--- config.mk ---
export PLATFORM = sky130hd
export DESIGN_NAME = pad_bridge_top
export DESIGN_NICKNAME = d
export VERILOG_FILES = /design/src/hdl/eth_pkg.sv /design/src/hdl/pad_pkg.sv /design/src/hdl/pad_link_if.sv /design/src/hdl/rmii_rx.sv /design/src/hdl/udp_word_filter.sv /design/src/hdl/pad_dispatch.sv /design/src/hdl/pad_port.sv /design/src/hdl/pad_status.sv /design/src/hdl/pad_bridge_top.sv
export VERILOG_INCLUDE_DIRS = /design/src /design/src/hdl
export SDC_FILE = /design/constraint.sdc
export NUM_CORES = 1
export LEC_CHECK = 0
export ABC_AREA = 1
export BUFFER_PORTS_ARGS = -buffer_cell sky130_fd_sc_hd__clkbuf_2
export CAP_MARGIN = 20
export CORE_UTILIZATION = 33
export CTS_CLUSTER_DIAMETER = 120
export DETAILED_ROUTE_END_ITERATION = 16
export MAX_ROUTING_LAYER = met4
export PLACE_DENSITY_LB_ADDON = 0.2
export SETUP_SLACK_MARGIN = 0.05
export SLEW_MARGIN = 20
export SYNTH_ARGS = -nofsm -noshare
export SYNTH_HDL_FRONTEND = slang
export SYNTH_SLANG_ARGS = --single-unit
--- constraint.sdc ---
create_clock -name eth_refclk -period 6.3 [get_ports eth_refclk]
set_clock_uncertainty 0.1 [all_clocks]
set_input_delay 0 -clock eth_refclk [delete_from_list [all_inputs] [get_ports eth_refclk]]
set_output_delay 0 -clock eth_refclk [all_outputs]
set_load 0.1 [all_outputs]
--- src/hdl/pad_bridge_cfg.svh ---
`ifndef PAD_BRIDGE_CFG_SVH
`define PAD_BRIDGE_CFG_SVH

// board station address, locally administered
`define PAD_MY_MAC 48'h42_04_20_42_04_20

// udp destination port that carries pad words
`define PAD_UDP_PORT 16'd42069

// number of pad ports, 1 to 8 fit the 3-bit index
`define PAD_COUNT 4

// entries per port queue, also the starting credit
`define PAD_QUEUE_DEPTH 2

`endif

--- src/hdl/eth_pkg.sv ---
package eth_pkg;

  // one byte off the rmii receiver
  typedef logic [7:0] eth_byte_t;

  // station address, first byte on the wire in the top bits
  typedef logic [47:0] mac_t;

  // header byte index, counted after the delimiter
  typedef logic [5:0] hdr_idx_t;

  // byte offsets for ipv4/udp without vlan tag
  localparam hdr_idx_t OFF_DST_MAC   = 6'd0;
  localparam hdr_idx_t OFF_ETHERTYPE = 6'd12;
  localparam hdr_idx_t OFF_IP_PROTO  = 6'd23;
  localparam hdr_idx_t OFF_UDP_DPORT = 6'd36;
  localparam hdr_idx_t OFF_UDP_LEN   = 6'd38;
  localparam hdr_idx_t OFF_PAYLOAD   = 6'd42;

  // field values the filter accepts
  localparam logic [15:0] ETHERTYPE_IPV4 = 16'h0800;
  localparam logic [7:0]  IP_PROTO_UDP   = 8'd17;

endpackage

--- src/hdl/pad_pkg.sv ---
package pad_pkg;

  // bit 0 goes out first, 1 means pressed
  typedef logic [7:0] buttons_t;

  // top bit of every pad word
  typedef enum logic {
    KIND_BUTTONS = 1'b0,
    KIND_TURBO   = 1'b1
  } pad_kind_e;

  // new button state for one port
  typedef struct packed {
    pad_kind_e kind;
    logic [2:0] port;
    logic [3:0] rsvd;
    buttons_t   state;
  } pad_btn_word_t;

  // turbo mask for one port
  typedef struct packed {
    pad_kind_e kind;
    logic [2:0] port;
    logic [3:0] rsvd;
    buttons_t   mask;
  } pad_turbo_word_t;

  // same 16 bits, low byte read per kind
  typedef union packed {
    pad_btn_word_t   btn;
    pad_turbo_word_t turbo;
  } pad_word_u;

endpackage

--- src/hdl/pad_link_if.sv ---
interface pad_link_if;

  // dispatcher to port
  logic               push;
  pad_pkg::pad_word_u word;

  // port back to dispatcher, one credit per pop
  logic               credit;

  // port to status block
  logic               applied;
  pad_pkg::buttons_t  buttons;

  modport disp (
    output push,
    output word,
    input  credit
  );

  modport port (
    input  push,
    input  word,
    output credit,
    output applied,
    output buttons
  );

  modport stat (
    input applied,
    input buttons
  );

endinterface

--- src/hdl/rmii_rx.sv ---
module rmii_rx (
  input  logic               eth_refclk,
  input  logic               sys_rst,
  input  logic [1:0]         eth_rxd,
  input  logic               eth_crsdv,
  output eth_pkg::eth_byte_t byte_data,
  output logic               byte_valid,
  output logic               frame_active
);

  // hunt preamble, then sfd, then bytes; skip waits out a bad start
  typedef enum logic [1:0] {
    S_IDLE,
    S_PRE,
    S_DATA,
    S_SKIP
  } rx_state_e;

  rx_state_e  state;
  logic [1:0] dibit_cnt;
  // three earlier dibits, newest on top
  logic [5:0] shift;
  logic       sfd_seen;

  // 11 right after 01 dibits closes the preamble
  assign sfd_seen = (state == S_PRE) && (eth_rxd == 2'b11);

  always_ff @(posedge eth_refclk) begin
    if (sys_rst) begin
      state        <= S_IDLE;
      dibit_cnt    <= 2'd0;
      byte_valid   <= 1'b0;
      frame_active <= 1'b0;
    end else begin
      byte_valid   <= 1'b0;
      // drops the cycle after crsdv goes low
      frame_active <= eth_crsdv && ((state == S_DATA) || sfd_seen);
      if (!eth_crsdv) begin
        state <= S_IDLE;
      end else begin
        case (state)
          S_IDLE: begin
            // leading 00 dibits are allowed before the preamble
            if (eth_rxd == 2'b01) begin
              state <= S_PRE;
            end
          end
          S_PRE: begin
            if (sfd_seen) begin
              state     <= S_DATA;
              dibit_cnt <= 2'd0;
            end else if (eth_rxd != 2'b01) begin
              state <= S_SKIP;
            end
          end
          S_DATA: begin
            dibit_cnt <= dibit_cnt + 2'd1;
            // fourth dibit completes a byte
            if (dibit_cnt == 2'd3) begin
              byte_valid <= 1'b1;
            end
          end
          default: begin
            state <= S_SKIP;
          end
        endcase
      end
    end
  end

  // least significant dibit arrives first
  always_ff @(posedge eth_refclk) begin
    if (state == S_DATA) begin
      shift <= {eth_rxd, shift[5:2]};
      if (dibit_cnt == 2'd3) begin
        byte_data <= {eth_rxd, shift};
      end
    end
  end

endmodule

--- src/hdl/udp_word_filter.sv ---
`include "pad_bridge_cfg.svh"

module udp_word_filter (
  input  logic               eth_refclk,
  input  logic               sys_rst,
  input  eth_pkg::eth_byte_t byte_data,
  input  logic               byte_valid,
  input  logic               frame_active,
  output logic               word_valid,
  output pad_pkg::pad_word_u word
);

  localparam eth_pkg::mac_t MY_MAC   = `PAD_MY_MAC;
  localparam logic [15:0]   UDP_PORT = `PAD_UDP_PORT;

  eth_pkg::eth_byte_t [5:0] mac_bytes;
  eth_pkg::hdr_idx_t        byte_idx;
  logic [2:0]               mac_pos;
  logic                     in_mac, in_payload;
  logic                     own_next, bcast_next;
  logic                     own_ok, bcast_ok;
  logic                     accept;
  eth_pkg::eth_byte_t       len_hi;
  logic [15:0]              udp_len, pay_len;
  logic [14:0]              words_left;
  logic                     hi_held;
  eth_pkg::eth_byte_t       hi_byte;

  // mac_bytes[5] is the first address byte on the wire
  assign mac_bytes  = MY_MAC;
  assign mac_pos    = 3'(byte_idx - eth_pkg::OFF_DST_MAC);
  assign in_mac     = byte_idx < (eth_pkg::OFF_DST_MAC + 6'd6);
  assign in_payload = byte_idx == eth_pkg::OFF_PAYLOAD;
  assign own_next   = own_ok && (byte_data == mac_bytes[3'd5 - mac_pos]);
  assign bcast_next = bcast_ok && (byte_data == 8'hff);
  // udp length includes its 8-byte header
  assign udp_len    = {len_hi, byte_data};
  assign pay_len    = udp_len - 16'd8;

  always_ff @(posedge eth_refclk) begin
    if (sys_rst || !frame_active) begin
      byte_idx   <= '0;
      accept     <= 1'b1;
      own_ok     <= 1'b1;
      bcast_ok   <= 1'b1;
      words_left <= '0;
      hi_held    <= 1'b0;
      word_valid <= 1'b0;
    end else begin
      word_valid <= 1'b0;
      if (byte_valid) begin
        // index parks on the payload offset
        if (!in_payload) begin
          byte_idx <= byte_idx + 6'd1;
        end
        if (in_mac) begin
          own_ok   <= own_next;
          bcast_ok <= bcast_next;
          if ((byte_idx == eth_pkg::OFF_DST_MAC + 6'd5) && !own_next && !bcast_next) begin
            accept <= 1'b0;
          end
        end
        case (byte_idx)
          eth_pkg::OFF_ETHERTYPE: begin
            if (byte_data != eth_pkg::ETHERTYPE_IPV4[15:8]) accept <= 1'b0;
          end
          eth_pkg::OFF_ETHERTYPE + 6'd1: begin
            if (byte_data != eth_pkg::ETHERTYPE_IPV4[7:0]) accept <= 1'b0;
          end
          eth_pkg::OFF_IP_PROTO: begin
            if (byte_data != eth_pkg::IP_PROTO_UDP) accept <= 1'b0;
          end
          eth_pkg::OFF_UDP_DPORT: begin
            if (byte_data != UDP_PORT[15:8]) accept <= 1'b0;
          end
          eth_pkg::OFF_UDP_DPORT + 6'd1: begin
            if (byte_data != UDP_PORT[7:0]) accept <= 1'b0;
          end
          eth_pkg::OFF_UDP_LEN: begin
            len_hi <= byte_data;
          end
          eth_pkg::OFF_UDP_LEN + 6'd1: begin
            // short length field means no words at all
            words_left <= (udp_len > 16'd8) ? pay_len[15:1] : '0;
          end
          default: begin
          end
        endcase
        // even payload byte is held, odd one closes the word
        if (in_payload) begin
          hi_held <= !hi_held;
          if (hi_held && accept && (words_left != '0)) begin
            word_valid <= 1'b1;
            words_left <= words_left - 15'd1;
          end
        end
      end
    end
  end

  // big-endian pairing
  always_ff @(posedge eth_refclk) begin
    if (byte_valid && in_payload) begin
      if (hi_held) begin
        word <= {hi_byte, byte_data};
      end else begin
        hi_byte <= byte_data;
      end
    end
  end

endmodule

--- src/hdl/pad_dispatch.sv ---
`include "pad_bridge_cfg.svh"

module pad_dispatch (
  input  logic               eth_refclk,
  input  logic               sys_rst,
  input  logic               word_valid,
  input  pad_pkg::pad_word_u word,
  pad_link_if.disp           links [`PAD_COUNT],
  output logic [15:0]        drop_count
);

  localparam int CW = $clog2(`PAD_QUEUE_DEPTH + 1);

  typedef logic [CW-1:0] credit_t;

  localparam credit_t FULL = credit_t'(`PAD_QUEUE_DEPTH);

  logic [`PAD_COUNT-1:0] take;
  logic                  drop;
  pad_pkg::pad_word_u    word_q;

  for (genvar i = 0; i < `PAD_COUNT; i++) begin : g_port
    credit_t credits;
    logic    hit;

    // index field sits in the same place in both views
    assign hit           = word_valid && (word.btn.port == 3'(i));
    assign take[i]       = hit && (credits != '0);
    assign links[i].word = word_q;

    always_ff @(posedge eth_refclk) begin
      if (sys_rst) begin
        credits        <= FULL;
        links[i].push  <= 1'b0;
      end else begin
        links[i].push <= take[i];
        // push and returned credit together cancel out
        if (take[i] && !links[i].credit) begin
          credits <= credits - 1'b1;
        end else if (!take[i] && links[i].credit) begin
          credits <= credits + 1'b1;
        end
      end
    end
  end

  // out-of-range index or no credit, the word is lost
  assign drop = word_valid && (take == '0);

  always_ff @(posedge eth_refclk) begin
    if (sys_rst) begin
      drop_count <= '0;
    end else if (drop && (drop_count != 16'hffff)) begin
      drop_count <= drop_count + 16'd1;
    end
  end

  // one shared copy, only the pushed port picks it up
  always_ff @(posedge eth_refclk) begin
    if (word_valid) begin
      word_q <= word;
    end
  end

endmodule

--- src/hdl/pad_port.sv ---
`include "pad_bridge_cfg.svh"

module pad_port (
  input  logic     eth_refclk,
  input  logic     sys_rst,
  input  logic     latch,
  input  logic     pulse,
  pad_link_if.port link,
  output logic     data
);

  localparam int DEPTH = `PAD_QUEUE_DEPTH;
  localparam int PW    = (DEPTH > 1) ? $clog2(DEPTH) : 1;
  localparam int CW    = $clog2(DEPTH + 1);

  pad_pkg::pad_word_u mem [DEPTH];
  pad_pkg::pad_word_u head;
  logic [PW-1:0]      wr_ptr, rd_ptr;
  logic [CW-1:0]      fill;
  // two sync flops plus one for the edge
  logic [2:0]         latch_d, pulse_d;
  logic               latch_rise, pulse_rise;
  logic               pop;
  pad_pkg::buttons_t  state, mask, shreg;
  pad_pkg::buttons_t  state_nx, mask_nx;
  logic               phase, phase_nx;

  function automatic logic [PW-1:0] ptr_inc(input logic [PW-1:0] p);
    return (p == PW'(DEPTH - 1)) ? '0 : p + 1'b1;
  endfunction

  assign latch_rise   = latch_d[1] && !latch_d[2];
  assign pulse_rise   = pulse_d[1] && !pulse_d[2];
  assign pop          = latch_rise && (fill != '0);
  assign head         = mem[rd_ptr];
  assign phase_nx     = !phase;
  // console line is active low
  assign data         = !shreg[0];
  assign link.buttons = state;

  // head entry takes effect on the latch that pops it
  always_comb begin
    state_nx = state;
    mask_nx  = mask;
    if (pop) begin
      if (head.btn.kind == pad_pkg::KIND_TURBO) begin
        mask_nx = head.turbo.mask;
      end else begin
        state_nx = head.btn.state;
      end
    end
  end

  always_ff @(posedge eth_refclk) begin
    if (sys_rst) begin
      latch_d      <= '0;
      pulse_d      <= '0;
      wr_ptr       <= '0;
      rd_ptr       <= '0;
      fill         <= '0;
      state        <= '0;
      mask         <= '0;
      phase        <= 1'b0;
      shreg        <= '0;
      link.credit  <= 1'b0;
      link.applied <= 1'b0;
    end else begin
      latch_d      <= {latch_d[1:0], latch};
      pulse_d      <= {pulse_d[1:0], pulse};
      link.credit  <= pop;
      link.applied <= pop;
      if (link.push) begin
        wr_ptr <= ptr_inc(wr_ptr);
      end
      if (pop) begin
        rd_ptr <= ptr_inc(rd_ptr);
      end
      if (link.push && !pop) begin
        fill <= fill + 1'b1;
      end else if (!link.push && pop) begin
        fill <= fill - 1'b1;
      end
      if (latch_rise) begin
        state <= state_nx;
        mask  <= mask_nx;
        phase <= phase_nx;
        // odd phase hides the turbo bits
        shreg <= phase_nx ? (state_nx & ~mask_nx) : state_nx;
      end else if (pulse_rise) begin
        shreg <= {1'b0, shreg[7:1]};
      end
    end
  end

  // dispatcher never overruns the free entries
  always_ff @(posedge eth_refclk) begin
    if (link.push) begin
      mem[wr_ptr] <= link.word;
    end
  end

endmodule

--- src/hdl/pad_status.sv ---
`include "pad_bridge_cfg.svh"

module pad_status (
  input  logic              eth_refclk,
  input  logic              sys_rst,
  pad_link_if.stat          links [`PAD_COUNT],
  output pad_pkg::buttons_t led,
  output logic [15:0]       update_count
);

  logic [`PAD_COUNT-1:0] applied_v;
  pad_pkg::buttons_t     btn_v [`PAD_COUNT];
  pad_pkg::buttons_t     btn_or;
  logic [3:0]            n_applied;

  // flatten the interface array
  for (genvar i = 0; i < `PAD_COUNT; i++) begin : g_tap
    assign applied_v[i] = links[i].applied;
    assign btn_v[i]     = links[i].buttons;
  end

  // any pad pressed per button, plus strobes this cycle
  always_comb begin
    btn_or    = '0;
    n_applied = '0;
    for (int i = 0; i < `PAD_COUNT; i++) begin
      btn_or    = btn_or | btn_v[i];
      n_applied = n_applied + 4'(applied_v[i]);
    end
  end

  always_ff @(posedge eth_refclk) begin
    if (sys_rst) begin
      led          <= '0;
      update_count <= '0;
    end else begin
      led          <= btn_or;
      update_count <= update_count + 16'(n_applied);
    end
  end

endmodule

--- src/hdl/pad_bridge_top.sv ---
`include "pad_bridge_cfg.svh"

module pad_bridge_top (
  input  logic                  eth_refclk,
  input  logic                  sys_rst,
  input  logic [1:0]            eth_rxd,
  input  logic                  eth_crsdv,
  input  logic                  latch,
  input  logic                  pulse,
  output logic [`PAD_COUNT-1:0] pad_data,
  output pad_pkg::buttons_t     led,
  output logic [15:0]           update_count,
  output logic [15:0]           drop_count
);

  eth_pkg::eth_byte_t byte_data;
  logic               byte_valid;
  logic               frame_active;
  logic               word_valid;
  pad_pkg::pad_word_u word;

  // one link per pad port
  pad_link_if links [`PAD_COUNT] ();

  // rmii dibits into bytes
  rmii_rx u_rmii_rx (
    .eth_refclk   (eth_refclk),
    .sys_rst      (sys_rst),
    .eth_rxd      (eth_rxd),
    .eth_crsdv    (eth_crsdv),
    .byte_data    (byte_data),
    .byte_valid   (byte_valid),
    .frame_active (frame_active)
  );

  // header checks, udp payload into words
  udp_word_filter u_udp_word_filter (
    .eth_refclk   (eth_refclk),
    .sys_rst      (sys_rst),
    .byte_data    (byte_data),
    .byte_valid   (byte_valid),
    .frame_active (frame_active),
    .word_valid   (word_valid),
    .word         (word)
  );

  pad_dispatch u_pad_dispatch (
    .eth_refclk (eth_refclk),
    .sys_rst    (sys_rst),
    .word_valid (word_valid),
    .word       (word),
    .links      (links),
    .drop_count (drop_count)
  );

  // latch and pulse are shared by every port
  for (genvar i = 0; i < `PAD_COUNT; i++) begin : g_pad
    pad_port u_pad_port (
      .eth_refclk (eth_refclk),
      .sys_rst    (sys_rst),
      .latch      (latch),
      .pulse      (pulse),
      .link       (links[i]),
      .data       (pad_data[i])
    );
  end

  pad_status u_pad_status (
    .eth_refclk   (eth_refclk),
    .sys_rst      (sys_rst),
    .links        (links),
    .led          (led),
    .update_count (update_count)
  );

endmodule

# After elaboration in Yosys (flattened, before gate mapping)
# Memories as Yosys holds them, arrays and structs flattened. A register that Yosys moved wholly into a read port is not among the register bits.
# Cells that the tools add are included.
dict set report op_classes {
  n_addsub 34
  mul 0
  div_mod_pow 0
  order_cmp 3
  n_eq_ne 28
  shifts 0
  n_mux 89
  n_bitwise 17
  reduce_logical 123
}
# cell n
set op_table {}
lappend op_table {{2-to-1 mux 8 bit} 29}
lappend op_table {{2-to-1 mux 15 bit} 4}
lappend op_table {{logical AND 1 bit} 47}
lappend op_table {{nonzero test 2 bit} 21}
lappend op_table {{2-to-1 mux 2 bit} 20}
lappend op_table {{zero test 1 bit} 36}
lappend op_table {{2-to-1 mux 1 bit} 33}
lappend op_table {{bitwise AND 8 bit} 4}
lappend op_table {{NOT 8 bit} 4}
lappend op_table {{equality test 6 bit, second input constant} 5}
lappend op_table {{bitwise OR 8 bit} 3}
lappend op_table {{adder 2 x 1 -> 2 bit, second input constant} 9}
lappend op_table {{adder 16 x 1 -> 16 bit, second input constant} 1}
lappend op_table {{adder 16 x 4 -> 16 bit} 1}
lappend op_table {{greater-than comparator 16 x 4 -> 1 bit, second input constant} 1}
lappend op_table {{inequality test 16 bit, second input constant} 1}
lappend op_table {{subtractor 16 x 4 -> 16 bit, second input constant} 1}
lappend op_table {{subtractor 2 x 1 -> 2 bit, second input constant} 8}
lappend op_table {{nonzero test 15 bit} 1}
lappend op_table {{subtractor 15 x 1 -> 15 bit, second input constant} 1}
lappend op_table {{equality test 6 x 4 -> 1 bit, second input constant} 2}
lappend op_table {{AND reduction 2 bit} 6}
lappend op_table {{AND reduction 3 bit} 3}
lappend op_table {{adder 1 bit, second input constant} 8}
lappend op_table {{other kinds (31)} 45}
dict set report totals {
  reg_bits 290
  latch_bits 0
  mem_bits_rw 128
  rom_bits 64
  input_bits 7
  out_inout_bits 44
  word_cells 367
  n_memories 5
}
# memory words word_bits read_ports rd_ports_with_merged_regs wr line
set mem_list {}
lappend mem_list {{(name not given)} 8 8 1 0 0 udp_word_filter.sv:34} ;# assign own_next = own_ok && (byte_data == mac_bytes[3'd5 - mac_pos]);
lappend mem_list {{g_pad[0].u_pad_port.mem} 2 16 1 1 1 pad_port.sv:16} ;# pad_pkg::pad_word_u mem [DEPTH];
lappend mem_list {{g_pad[1].u_pad_port.mem} 2 16 1 1 1 pad_port.sv:16}
lappend mem_list {{g_pad[2].u_pad_port.mem} 2 16 1 1 1 pad_port.sv:16}
lappend mem_list {{g_pad[3].u_pad_port.mem} 2 16 1 1 1 pad_port.sv:16}

# Longest topological paths before layout
dict set report depth {
  depth_word 12
  ltp_mapped 15
}

# Hierarchy
# Synthesis repeated with hierarchy kept, for this count alone.
dict set report hier_totals {
  cells_unflattened 2106
  hier_area_um2 17021.3
}
# mod n_inst cells_each area_each_um2 seq_area_each_um2
set modules_own_cells {}
lappend modules_own_cells {{pad_port at g_pad[0].u_pad_port ...} 3 290 2369.8 1281.2}
lappend modules_own_cells {udp_word_filter 1 442 3316.9 1481.4}
lappend modules_own_cells {pad_dispatch 1 306 2449.8 1041.0}
lappend modules_own_cells {{pad_port at g_pad[3].u_pad_port} 1 290 2351.0 1281.2}
lappend modules_own_cells {pad_status 1 147 1097.3 480.5}
lappend modules_own_cells {rmii_rx 1 51 696.9 540.5}

# Worst setup path before layout
# No wires, ideal clock.
dict set report synth_timing {
  path_kind {register to register}
  start {register u_pad_status.update_count[0]}
  end {register u_pad_status.update_count[12]}
  arrival_ns 2.454
  t_required_ns 6.133
  slack_ns 3.679
  stages_incl_launch_ff 12
  synth_period_minus_slack_ns 2.621
  cell_sequence {dfxtp_1 > ha_1 > fa_1 > nand2_1 > a21boi_1 > nand2_1 > nor2_1 > nand3_1 > inv_1 > nand2_1 > xor2_1 > nor2_1}
}
dict set report synth_via {
  elab_chain_cells 1
}
# item line
set synth_lines {}
lappend synth_lines {{from (decl)} pad_status.sv:8} ;# output logic [15:0] update_count
lappend synth_lines {{from (signal assigned)} pad_status.sv:38} ;# update_count <= update_count + 16'(n_applied);
lappend synth_lines {{adder 16 x 4 -> 16 bit} pad_status.sv:38}
# No other way between the ends.
# A chain may end at the register's enable or synchronous reset.

# Worst setup path after layout
dict set report layout_timing {
  start {register u_rmii_rx.byte_valid}
  end {register u_udp_word_filter.word[6] (netlist name) (enable)}
}
dict set report layout_via {
  elab_chain_cells 2
}
# item line
set layout_lines {}
lappend layout_lines {{from (decl)} rmii_rx.sv:7} ;# output logic byte_valid,
lappend layout_lines {{from (signal assigned)} rmii_rx.sv:32} ;# byte_valid <= 1'b0;
lappend layout_lines {{from (signal assigned)} rmii_rx.sv:35} ;# byte_valid <= 1'b0;
lappend layout_lines {{from (signal assigned)} rmii_rx.sv:60} ;# byte_valid <= 1'b1;
lappend layout_lines {{logical AND 1 bit} udp_word_filter.sv:103} ;# if (byte_valid && in_payload) begin
lappend layout_lines {{AND reduction 2 bit (no source line)} n/a}
lappend layout_lines {{to (signal assigned)} udp_word_filter.sv:105} ;# word <= {hi_byte, byte_data};
lappend layout_lines {{to (decl)} udp_word_filter.sv:10} ;# output pad_pkg::pad_word_u word
# No other way between the ends.

==> impl_metrics.env <==
export IMPL_first_pass_iters=5
export IMPL_numCtsBuffers=40
export IMPL_fp_dieW_um=211.4
export IMPL_synth_top_flop_cell="dfxtp_1"
export IMPL_crit_chain="clkinv_1, nor2_1, inv_1, nor2_1"
export IMPL_fin_crit_sh=0.4764
export IMPL_hold_end="g_pad[3].u_pad_port.pulse_d[0]$_SDFF_PP0_"
export IMPL_route_antenna_remaining_nets=0
export IMPL_cts_tree="built"
export IMPL_grt_max_degree=101
export IMPL_drt_iter0_drc=696
export IMPL_yosysTopAreaCell="dfxtp_1"
export IMPL_rsz0062_at_grt="false"
export IMPL_r2r_cells=4
export IMPL_critPathMaxFanout=26
export IMPL_synth_top_area_frac=0.2960
export IMPL_crit_buf_inv=2
export IMPL_setup_viol=0
export IMPL_grt_pass1_wl_um=53450
export IMPL_min_period_ns=3.001
export IMPL_cap_viol_max_count=0
export IMPL_reg2reg_slack_ns=3.30
export IMPL_startpoint_type="flip-flop"
export IMPL_p_leak_nw=5.995
export IMPL_antenna_found_initial=0
export IMPL_path_clk_slew_ns=0.06
export IMPL_power_mw=4.527
export IMPL_drt_vias_per_instance=4.723
export IMPL_syn_inst=1612
export IMPL_cts_resized=0
export IMPL_wl_um=32670
export IMPL_numPortBuffers=50
export IMPL_hold_start="pulse"
export IMPL_cts_buffer_depth=3
export IMPL_n_antenna_cell=0
export IMPL_synth_fp_nets=1643
export IMPL_min_path_type="input pin to flip-flop"
export IMPL_ir_worst_vdd_mv=0.1453
export IMPL_grt_pass1_vias=9977
export IMPL_chipHeight_um=211.4
export IMPL_coreArea_um2=43170
export IMPL_hold_depth=4
export IMPL_worstReg2RegStart="u_rmii_rx.byte_valid$_SDFF_PP0_"
export IMPL_crit_top_cell="nor2_1"
export IMPL_ys_warn_count=0
export IMPL_dpl_cell_count=2182
export IMPL_std_cell_rows=76
export IMPL_die_area_um2=44690
export IMPL_instances_no_fill=2260
export IMPL_required_ns=6.36
export IMPL_crit_slowest_cell="clkinv_1"
export IMPL_critPathKind="flip-flop to flip-flop"
export IMPL_nNetsFinal=1676
export IMPL_yosysMostFrequentCell="nand2_1"
export IMPL_place_area_um2=15110
export IMPL_worstMarginPinSlew_ns=0.9656
export IMPL_ys_async_sr_fraction=0
export IMPL_start_util=0.3352
export IMPL_hpwl_um=21520
export IMPL_clk_latency_ns=0.54
export IMPL_regToRegEndpoint="u_udp_word_filter.word[6]$_DFFE_PP_"
export IMPL_outcome="finished clean"
export IMPL_grt_overflow=0
export IMPL_critPathTopFamily="simple AND/OR/NAND/NOR gates"
export IMPL_gp_congestion=0.8476
export IMPL_root_buffer="clkbuf_16"
export IMPL_layout_drive_gt1_share=0.1218
export IMPL_synth_seq_cells=333
export IMPL_syn_avg_cell_area_um2=8.977
export IMPL_synth_edf_count=119
export IMPL_maxSlewHeadroom=0.3539
export IMPL_synth_cell_types=44
export IMPL_end_kind="flip-flop"
export IMPL_drc_errors=0
export IMPL_fmax_ghz=0.3332
export IMPL_grt_total_usage=0.1554
export IMPL_tns_ns=0
export IMPL_power_density_nw_per_um2=275.5
export IMPL_arrival_ns=3.06
export IMPL_dr_total_vias=10674
export IMPL_crit_path_max_incr_delay_ns=0.77
export IMPL_wl_per_cell_um=14.45
export IMPL_syn_to_final_growth_pct=13.53
export IMPL_syn_cell_area_um2=14470
export IMPL_cts_max_level=2
export IMPL_cts_num_sinks=333
export IMPL_slew_violations=0
export IMPL_ys_seq_area_frac=0.5430
export IMPL_io_pins=51
export IMPL_ys_top_cells_by_area="dfxtp_1 30%, edfxtp_1 25%, nand2_1 5.8%"
export IMPL_final_cell_area_um2=16430
export IMPL_synth_commonest_cells="224 x nand2_1, 214 x dfxtp_1, 212 x nor2_1"
export IMPL_finalHoldViolCount=0
-- power by group --
group	internal, mW	switching (mW)	total, mW
Clock	1.31	0.888	2.20
Sequential	2.23	0.0111	2.24
Combinational	0.0193	0.0655	0.0848
Total	3.56	0.965	4.53
-- through the flow --
stage / setup WS [ns] / hold slack (ns) / util
after floorplan: 3.679 / -0.001131 / -
after global placement: 3.387 / 0.09213 / 0.3500
after detailed placement: 3.249 / 0.1026 / 0.3500
after CTS: 3.218 / 0.06749 / 0.3804
after global routing: 2.933 / 0.1065 / 0.3806
final: 3.299 / 0.09884 / 0.3806
-- placed cells by master, fill, tap and decap left out, drive strengths merged, types with 6 or more instances in the layout --
cell and n:
mux2i 32, dlygate4sd3 6, edfxtp 119, nand2 242
o21ai 204, clkbuf 104, nand3 99, dfxtp 214
ha 22, nand3b 8, nand4 7, nor4 12
xnor2 9, nor3 32, inv 136, a21oi 143
nor2 225, clkinv 14, xor2 29
-- worst min-delay path: cells and delay by family --
| kind | cells | cell delay (ns) |
|---|---|---|
| and+or+nand+nor | 1 | 0.03 |
| buffers and inverters | 3 | 0.67 |
-- what timing repair did --
item,4_1_cts,5_1_grt
endpoints found under the hold margin,43,0
hold buffers,6,0
setup buffers,0,0
endpoints found under the setup margin,0,0
-- registers in the layout, indices dropped and copies added (netlist names), 6 cells and up, named ones only --
register,cells
g_pad.u_pad_port.mem,72
u_pad_status.led,8
u_rmii_rx.shift,6
g_pad.u_pad_port.link.buttons,32
g_pad.u_pad_port.shreg,32
g_pad.u_pad_port.mask,32
u_pad_dispatch.links.word,9
g_pad.u_pad_port.fill,8
u_pad_dispatch.drop_count,16
u_udp_word_filter.word,12
u_udp_word_filter.byte_idx,6
u_udp_word_filter.len_hi,8
u_udp_word_filter.words_left,15
u_pad_status.update_count,16
u_pad_dispatch.g_port.credits,8
u_rmii_rx.byte_data,8
-- worst max path at each step --
stage                                                        from                                       end  slack [ns]  depth (start not counted)
after floorplan           u_pad_status.update_count[0]$_SDFF_PP0_  u_pad_status.update_count[12]$_SDFF_PP0_        3.68                         11
after global placement            u_rmii_rx.byte_valid$_SDFF_PP0_      u_udp_word_filter.word[15]$_DFFE_PP_        3.39                          4
after detailed placement          u_rmii_rx.byte_valid$_SDFF_PP0_       u_udp_word_filter.word[5]$_DFFE_PP_        3.25                          4
after CTS                         u_rmii_rx.byte_valid$_SDFF_PP0_       u_udp_word_filter.word[5]$_DFFE_PP_        3.22                          4
after global routing              u_rmii_rx.byte_valid$_SDFF_PP0_       u_udp_word_filter.word[5]$_DFFE_PP_        2.93                          4
final                             u_rmii_rx.byte_valid$_SDFF_PP0_       u_udp_word_filter.word[6]$_DFFE_PP_        3.30                          4
-- cells by family (layout without fill, tap and decap cells) --
| kind of cell | count (synthesis) | in the layout | synth area share |
|---|---|---|---|
| AO/OA/AOI/OAI | 350 | 350 | 0.1363 |
| XOR/XNOR | 38 | 38 | 0.02300 |
| adder cells (fa/ha/maj) | 24 | 24 | 0.02179 |
| buffers and inverters | 204 | 267 | 0.06096 |
| flip-flops | 333 | 333 | 0.5430 |
| multiplexers | 32 | 32 | 0.02213 |
| AND/OR/NAND/NOR | 631 | 631 | 0.1929 |
-- cell type report --
type | instances | area [µm²]
clock buffers | 55 | 1109
well taps | 585 | 732.0
repair buffers | 60 | 346.6
clock inverters | 17 | 141.4
fillers | 4405 | 26740
multi-input cells | 1075 | 5737
flip-flops and latches | 333 | 7858
inverters | 135 | 506.7
-- metal layers --
layer  vias to the layer above  GRT usage  part of all wire
met5                         -          -                 0
met4                         0    0.04998             0.026
met3                        55    0.03071             0.048
met2                       178     0.2289              0.43
met1                      4943     0.2133              0.49
li1                       5498          -                 -
Power figures use the tool's default switching activity.
